## src/hw/mem_bus_pkg.sv

```systemverilog
// memory bus definitions shared by the data cache and the memory side
// bus commands, transaction tags, byte address and line data widths

package mem_bus_pkg;

    ////////////////////////////////////////////////////////////////////
    // address geometry
    ////////////////////////////////////////////////////////////////////

    // byte offset inside one 64-bit line
    localparam int line_offset_bits = 3;

    // only the low 16 address bits reach real memory
    localparam int mem_addr_bits = 16;

    ////////////////////////////////////////////////////////////////////
    // bus types
    ////////////////////////////////////////////////////////////////////

    // command driven towards memory
    typedef enum logic [1:0] {
        bus_none  = 2'h0,
        bus_load  = 2'h1,
        bus_store = 2'h2
    } bus_command_t;

    // transaction tag handed out by memory
    // zero is the sentinel for no transaction
    typedef logic [3:0] mem_tag_t;

    // full byte address from the core
    typedef logic [31:0] addr_t;

    // one cache line of data
    typedef logic [63:0] line_data_t;

endpackage

```

## src/hw/dcache_pkg.sv

```systemverilog
// data cache geometry
// line count, index and cache tag widths with their field types

package dcache_pkg;

    // direct mapped, one line per index
    localparam int cache_lines = 32;

    // index width follows the line count
    localparam int index_bits = $clog2(cache_lines);

    // whatever is left of the significant address above index and offset
    localparam int cache_tag_bits = mem_bus_pkg::mem_addr_bits
                                  - mem_bus_pkg::line_offset_bits
                                  - index_bits;

    ////////////////////////////////////////////////////////////////////
    // address fields
    ////////////////////////////////////////////////////////////////////

    // selects one line of the array
    typedef logic [index_bits-1:0] line_index_t;

    // cache tag, not to be confused with the memory transaction tag
    typedef logic [cache_tag_bits-1:0] cache_tag_t;

endpackage

```

## src/hw/dcache_request_select.sv

```systemverilog
// request select for the data cache
// folds the load and store strobes into one command, address and data

`timescale 1ns/1ps

module dcache_request_select (
    input  logic                     clock,
    input  logic                     reset,

    // store side of the core
    input  logic                     store_en,
    input  mem_bus_pkg::addr_t       store_addr,
    input  mem_bus_pkg::line_data_t  store_data,

    // load side of the core
    input  logic                     load_en,
    input  mem_bus_pkg::addr_t       load_addr,

    // merged request
    output mem_bus_pkg::bus_command_t req_command,
    output mem_bus_pkg::addr_t       req_addr,
    output mem_bus_pkg::line_data_t  req_data
);

    // store wins, then load, otherwise idle
    always_comb begin
        req_command = mem_bus_pkg::bus_none;
        req_addr    = '0;
        req_data    = '0;
        if (store_en) begin
            req_command = mem_bus_pkg::bus_store;
            req_addr    = store_addr;
            req_data    = store_data;
        end else if (load_en) begin
            // loads carry no data
            req_command = mem_bus_pkg::bus_load;
            req_addr    = load_addr;
        end
    end

    ////////////////////////////////////////////////////////////////////
    // core protocol check
    ////////////////////////////////////////////////////////////////////

    // the core only ever raises one strobe per cycle
    // a collision would silently drop the load
    strobe_exclusive_a: assert property (
        @(posedge clock) disable iff (reset) !(store_en && load_en)
    );

endmodule

```

## src/hw/dcache_line_store.sv

```systemverilog
// line array of the data cache
// valid bits and cache tags per line, hit detection, store write and miss fill

`timescale 1ns/1ps

module dcache_line_store (
    input  logic                      clock,
    input  logic                      reset,

    // merged request from the select stage
    input  mem_bus_pkg::bus_command_t req_command,
    input  mem_bus_pkg::addr_t        req_addr,
    input  mem_bus_pkg::line_data_t   req_data,

    // miss fill from the tracker
    input  logic                      fill,
    input  mem_bus_pkg::line_data_t   mem_data,

    // decoded address fields
    output dcache_pkg::line_index_t   req_index,
    output dcache_pkg::cache_tag_t    req_tag,

    // towards the core
    output logic                      hit,
    output mem_bus_pkg::line_data_t   load_data
);

    ////////////////////////////////////////////////////////////////////
    // storage
    ////////////////////////////////////////////////////////////////////

    mem_bus_pkg::line_data_t data_array  [dcache_pkg::cache_lines];
    dcache_pkg::cache_tag_t  tag_array   [dcache_pkg::cache_lines];
    logic                    valid_array [dcache_pkg::cache_lines];

    // line written this cycle, either by a store or by a fill
    logic                    line_write;
    mem_bus_pkg::line_data_t line_write_data;

    // address split
    // offset | index | tag, bits above the tag are ignored
    assign req_index = req_addr[mem_bus_pkg::line_offset_bits +: dcache_pkg::index_bits];
    assign req_tag   = req_addr[mem_bus_pkg::line_offset_bits + dcache_pkg::index_bits
                                +: dcache_pkg::cache_tag_bits];

    // hit only counts for loads
    // a store never asks for data back
    assign hit = (req_command == mem_bus_pkg::bus_load)
              && valid_array[req_index]
              && (tag_array[req_index] == req_tag);

    // data is read straight out of the array in the same cycle
    assign load_data = data_array[req_index];

    // store data has priority, fill brings in the memory line
    assign line_write      = (req_command == mem_bus_pkg::bus_store) || fill;
    assign line_write_data = (req_command == mem_bus_pkg::bus_store) ? req_data : mem_data;

    ////////////////////////////////////////////////////////////////////
    // array update
    ////////////////////////////////////////////////////////////////////

    // valid bits
    always_ff @(posedge clock) begin
        if (reset) begin
            for (int i = 0; i < dcache_pkg::cache_lines; i++) begin
                valid_array[i] <= 1'b0;
            end
        end else if (line_write) begin
            valid_array[req_index] <= 1'b1;
        end
    end

    // line payload and tag
    always_ff @(posedge clock) begin
        if (line_write) begin
            data_array[req_index] <= line_write_data;
            tag_array[req_index]  <= req_tag;
        end
    end

    // the tracker must never return a fill while the core stores
    // both would target the same line in one edge
    fill_store_exclusive_a: assert property (
        @(posedge clock) disable iff (reset)
            !(fill && (req_command == mem_bus_pkg::bus_store))
    );

endmodule

```

## src/hw/dcache_miss_tracker.sv

```systemverilog
// miss tracker of the data cache
// last address register, held memory tag, fill detection and bus outputs

`timescale 1ns/1ps

module dcache_miss_tracker (
    input  logic                      clock,
    input  logic                      reset,

    // current request
    input  mem_bus_pkg::bus_command_t req_command,
    input  dcache_pkg::line_index_t   req_index,
    input  dcache_pkg::cache_tag_t    req_tag,
    input  mem_bus_pkg::addr_t        req_addr,
    input  mem_bus_pkg::line_data_t   req_data,
    input  logic                      hit,

    // memory answers
    input  mem_bus_pkg::mem_tag_t     mem_response,
    input  mem_bus_pkg::mem_tag_t     mem_tag,

    // fill strobe to the line array
    output logic                      fill,

    // memory bus
    output mem_bus_pkg::bus_command_t mem_command,
    output mem_bus_pkg::addr_t        mem_addr,
    output mem_bus_pkg::line_data_t   mem_write_data
);

    dcache_pkg::line_index_t last_index;
    dcache_pkg::cache_tag_t  last_tag;
    mem_bus_pkg::mem_tag_t   held_tag;

    logic changed_addr;
    logic tag_capture;

    assign changed_addr = (req_index != last_index) || (req_tag != last_tag);

    // stale tags never fill, even in the cycle the address moves away
    assign fill = (held_tag != '0) && (mem_tag == held_tag) && !changed_addr;

    // re-arm on a move, after a fill, and on every cycle without a tag
    // so a refused request is simply sent again
    assign tag_capture = changed_addr || fill || (held_tag == '0);

    ////////////////////////////////////////////////////////////////////
    // bus outputs
    ////////////////////////////////////////////////////////////////////

    always_comb begin
        mem_command = mem_bus_pkg::bus_none;
        if (req_command == mem_bus_pkg::bus_store) begin
            mem_command = mem_bus_pkg::bus_store;
        end else if ((req_command == mem_bus_pkg::bus_load) && !hit &&
                     ((held_tag == '0) || changed_addr)) begin
            mem_command = mem_bus_pkg::bus_load;
        end
    end

    // line aligned address, store data only for stores
    assign mem_addr = {req_addr[31:mem_bus_pkg::line_offset_bits],
                       {mem_bus_pkg::line_offset_bits{1'b0}}};
    assign mem_write_data = (req_command == mem_bus_pkg::bus_store) ? req_data : '0;

    // all ones after reset so the first request counts as a change
    always_ff @(posedge clock) begin
        if (reset) begin
            last_index <= '1;
            last_tag   <= '1;
            held_tag   <= '0;
        end else begin
            last_index <= req_index;
            last_tag   <= req_tag;
            // only a load response is a tag worth waiting on
            if (tag_capture) begin
                held_tag <= (mem_command == mem_bus_pkg::bus_load) ? mem_response : '0;
            end
        end
    end

    // a fill lands in the line of the load that is still being held
    fill_needs_load_a: assert property (
        @(posedge clock) disable iff (reset)
            fill |-> (req_command == mem_bus_pkg::bus_load)
    );

endmodule

```

## src/hw/dcache_top.sv

```systemverilog
// top level of the write-through data cache
// request select, line array and miss tracker wired to core and memory

`timescale 1ns/1ps

module dcache_top (
    input  logic                      clock,
    input  logic                      reset,

    // core store port
    input  logic                      store_en,
    input  mem_bus_pkg::addr_t        store_addr,
    input  mem_bus_pkg::line_data_t   store_data,

    // core load port
    input  logic                      load_en,
    input  mem_bus_pkg::addr_t        load_addr,
    output mem_bus_pkg::line_data_t   load_data,
    output logic                      load_valid,

    // memory side
    input  mem_bus_pkg::mem_tag_t     mem_response,
    input  mem_bus_pkg::line_data_t   mem_data,
    input  mem_bus_pkg::mem_tag_t     mem_tag,
    output mem_bus_pkg::bus_command_t mem_command,
    output mem_bus_pkg::addr_t        mem_addr,
    output mem_bus_pkg::line_data_t   mem_write_data
);

    // merged request
    mem_bus_pkg::bus_command_t req_command;
    mem_bus_pkg::addr_t        req_addr;
    mem_bus_pkg::line_data_t   req_data;

    // decoded fields and fill strobe
    dcache_pkg::line_index_t   req_index;
    dcache_pkg::cache_tag_t    req_tag;
    logic                      fill;

    dcache_request_select select_i (
        .clock       (clock),
        .reset       (reset),
        .store_en    (store_en),
        .store_addr  (store_addr),
        .store_data  (store_data),
        .load_en     (load_en),
        .load_addr   (load_addr),
        .req_command (req_command),
        .req_addr    (req_addr),
        .req_data    (req_data)
    );

    // load hit doubles as load_valid towards the core
    dcache_line_store line_store_i (
        .clock       (clock),
        .reset       (reset),
        .req_command (req_command),
        .req_addr    (req_addr),
        .req_data    (req_data),
        .fill        (fill),
        .mem_data    (mem_data),
        .req_index   (req_index),
        .req_tag     (req_tag),
        .hit         (load_valid),
        .load_data   (load_data)
    );

    dcache_miss_tracker tracker_i (
        .clock          (clock),
        .reset          (reset),
        .req_command    (req_command),
        .req_index      (req_index),
        .req_tag        (req_tag),
        .req_addr       (req_addr),
        .req_data       (req_data),
        .hit            (load_valid),
        .mem_response   (mem_response),
        .mem_tag        (mem_tag),
        .fill           (fill),
        .mem_command    (mem_command),
        .mem_addr       (mem_addr),
        .mem_write_data (mem_write_data)
    );

endmodule

```

## config.mk

```make
export PLATFORM = sky130hd
export DESIGN_NAME = dcache_top
export DESIGN_NICKNAME = d
export VERILOG_FILES = /design/src/hw/mem_bus_pkg.sv /design/src/hw/dcache_pkg.sv /design/src/hw/dcache_request_select.sv /design/src/hw/dcache_line_store.sv /design/src/hw/dcache_miss_tracker.sv /design/src/hw/dcache_top.sv
export SDC_FILE = /design/constraint.sdc
export NUM_CORES = 2
export LEC_CHECK = 0
export ABC_AREA = 1
export BUFFER_PORTS_ARGS = -buffer_cell sky130_fd_sc_hd__buf_2
export CELL_PAD_IN_SITES_DETAIL_PLACEMENT = 0
export CELL_PAD_IN_SITES_GLOBAL_PLACEMENT = 1
export CORE_MARGIN = 2
export CORE_UTILIZATION = 50
export CTS_CLUSTER_SIZE = 10
export DETAILED_ROUTE_END_ITERATION = 6
export GPL_TIMING_DRIVEN = 0
export PLACE_DENSITY = 0.74
export SLEW_MARGIN = 20
export SYNTH_ARGS = -nofsm -noshare
export SYNTH_HDL_FRONTEND = slang
export SYNTH_SLANG_ARGS = --single-unit
```

## constraint.sdc

```tcl
create_clock -name clock -period 9.95 [get_ports clock]
set_input_delay 1.4925 -clock clock [delete_from_list [all_inputs] [get_ports clock]]
set_output_delay 1.4925 -clock clock [all_outputs]
set_load 0.05 [all_outputs]
```

==> run metrics <==
Clock transition at path regs 0.05 ns; synth warn 0; Final min period 7.744 ns; initial antenna violation count 12; final worst slack 2.206 ns; dpl hpwl 211.5 mm; post-synth top area share 76.77%; CTS H-tree depth 5; Synth cell types 45; worst-path fanout max 10; CTS tree yes; die area around 0.18 mm²; TNS Setup 0 ns; Routed WL 318.8 mm; number of global-route vias before repair between 50,000 and 60,000; Inst Count DP 8,950; clk_skew 0.03894 ns; worst-margin pin slew 1.339 ns; Routed Antenna Nets 0; ys flop type edfxtp_1; CTS buffer count 287; Nets 7,088; hold crit path type flop to flop; Global Route Usage Sum 34.14%; share of layout cells above drive strength 1 between 15 and 20%; Iter 0 DRT Violations 10,018; setup violators final 0; most frequent cells after synthesis edfxtp_1, nand2_1, a22oi_1, a21oi_1, inv_1; core area 0.1788 mm²; register bit total from synthesis about 2,400; CP required roughly 8.5 ns; Setup crit end kind output port; status finished with violations; Max Fclk 0.1291 GHz; crit start category primary input; period utilisation layout a little under 80%; Slew Limit Fails 0; Mapped Cells 6,062; clock sink total roughly 2,400; worst vdd ir 0.0002075 V; syn avg cell area about 15 µm²; Die H around 430 µm; Placer Congestion 0.8557; Synth async-reset ratio 0%; worst setup path class primary input to output port; synth top area cells edfxtp_1, a22oi_1, nand2_1, a21oi_1, inv_1; DRC Markers 2; cts repair resizes 0; drt via density 6.456; DR WL/cell ~34 µm; cell area after layout 0.1068 mm²; postcts setup bufs 0; Synth-to-Final Area Change 18.48%; LEAKAGE 0.03703 µW; Skew-Pair Late Insertion Delay ~0.93 ns; placed cell area 0.09912 mm²; row cnt 155; Rel. slew slack 10.76%; CTS max path bufs 4; final hold vios 0; Finished Layout Cells 9,291; Pre-Repair DR Iteration Count 7; hold_buf cts 0; crit path DAT 6.25 ns; top-count cell post-synth edfxtp_1; Cell Pwr Density 208.9 mW/mm²; Clock Tree Root clkbuf_16; Starting Density roughly half; die width approximately 430 µm; number of synthesized flops with an enable pin 2,304; Mapped Area 0.09012 mm²; first-pass GRT wire length 437.1 mm; post-synthesis sequential area ratio between 70% and 80%; vias around 60,000; GRT overflow 0; # IOs 367; failing checks DRC; largest net degree at the start of global routing 37; Yosys top cell by area edfxtp_1; unrepaired setup endpoints after global routing false; max_cap viols 0; pre-CTS setup slack 2.474 ns; Min Hold Slack 0.4601 ns; # port buffers 355
[final timing paths]
check,from,end,slack [ns],depth (start not counted)
max,load_en,load_data[61],2.21,15
min,line_store_i.valid_array[15]$_DFF_P_,line_store_i.valid_array[15]$_DFF_P_,0.46,2
max reg2reg,tracker_i.last_index[1]$_SDFF_PP1_,line_store_i.data_array[28][26]$_DFFE_PP_,6.54,11
min reg2reg,line_store_i.valid_array[15]$_DFF_P_,line_store_i.valid_array[15]$_DFF_P_,0.46,2
[sequential cells by signal (all words and copies together) (netlist names)]
| register | count |
|---|---|
| tracker_i.last_tag | 8 |
| line_store_i.tag_array | 256 |
| line_store_i.valid_array | 32 |
| line_store_i.data_array | 2048 |
| tracker_i.held_tag | 4 |
| tracker_i.last_index | 5 |
[layout make-up]
cell class / instances / area (µm²)
antenna: 5 / 12.51
buffer: 363 / 1673
clock buffer: 327 / 7491
clock inverter: 9 / 68.82
fill: 13462 / 72030
inverter: 321 / 1214
multi-input combinational: 3027 / 17260
sequential: 2353 / 70170
tap: 2355 / 2947
timing repair buffer: 531 / 5943
[cell usage in the layout, fill, tap and decap left out, types with 11 or more instances in the layout]
master,instances
inv_2,11
nand2_2,60
a2111oi_0,14
inv_1,308
buf_2,510
nand3b_1,28
buf_12,84
clkbuf_2,19
a22oi_1,1020
nor4_1,37
nor2_1,90
buf_16,89
nor2_4,36
a21oi_1,402
nand4_1,30
buf_1,52
dfxtp_1,49
a22o_1,18
nand3_1,36
or2_2,29
nor2_2,36
nor3_1,33
edfxtp_1,2304
nand2_1,1045
nor4b_1,13
o21ai_0,43
clkbuf_16,294
clkbuf_1,154
[where the power goes]
group          total (µW)  switching, µW  internal [µW]
clock                8940           3700           5240
combinational        2180           1700            483
sequential          11200           40.7          11100
total               22300           5440          16900
[per-stage QoR]
| step | total power, µW | utilization (%) |
|---|---|---|
| 2_1_floorplan | 12540 | - |
| 3_3_place_gp | 13420 | 53.05 |
| 3_5_place_dp | 13510 | 55.43 |
| 4_1_cts | 22280 | 59.66 |
| 5_1_grt | 22760 | 59.71 |
| 6_report | 22300 | 59.71 |
[routing by layer]
layer / GRT usage [%] / vias to the layer above / part of all wire (%)
met3: 8.273 / 836 / 13
met4: 17.36 / 8 / 5.8
met1: 45.58 / 29958 / 36
li1: - / 24571 / -
met2: 52.50 / 4610 / 45
met5: 0 / - / 0.018
[critical path: stages]
cell      delay (ns)
buf_2           0.13
inv_2           0.05
nor2_4          0.14
nand2_1         0.08
nand2_2         0.12
inv_1           0.08
nand2_1         0.14
nor2_4          0.13
buf_2           0.30
inv_2           0.35
clkbuf_1        0.96
a21oi_1         0.47
nor4_1          1.14
nand4_1         0.31
buf_2           0.32
[cell families (layout without fill, tap and decap cells)]
group | after synthesis | in the layout | synth area share, %
buffers and inverters | 684 | 1551 | 3.168
and+or+nand+nor | 1491 | 1491 | 7.347
DFF | 2353 | 2353 | 77.86
AOI/OAI and AO/OA | 1518 | 1518 | 11.47
other | 1 | 8 | 0.004161
xor gates and xnor gates | 15 | 15 | 0.1541
Power figures use the tool's default switching activity.
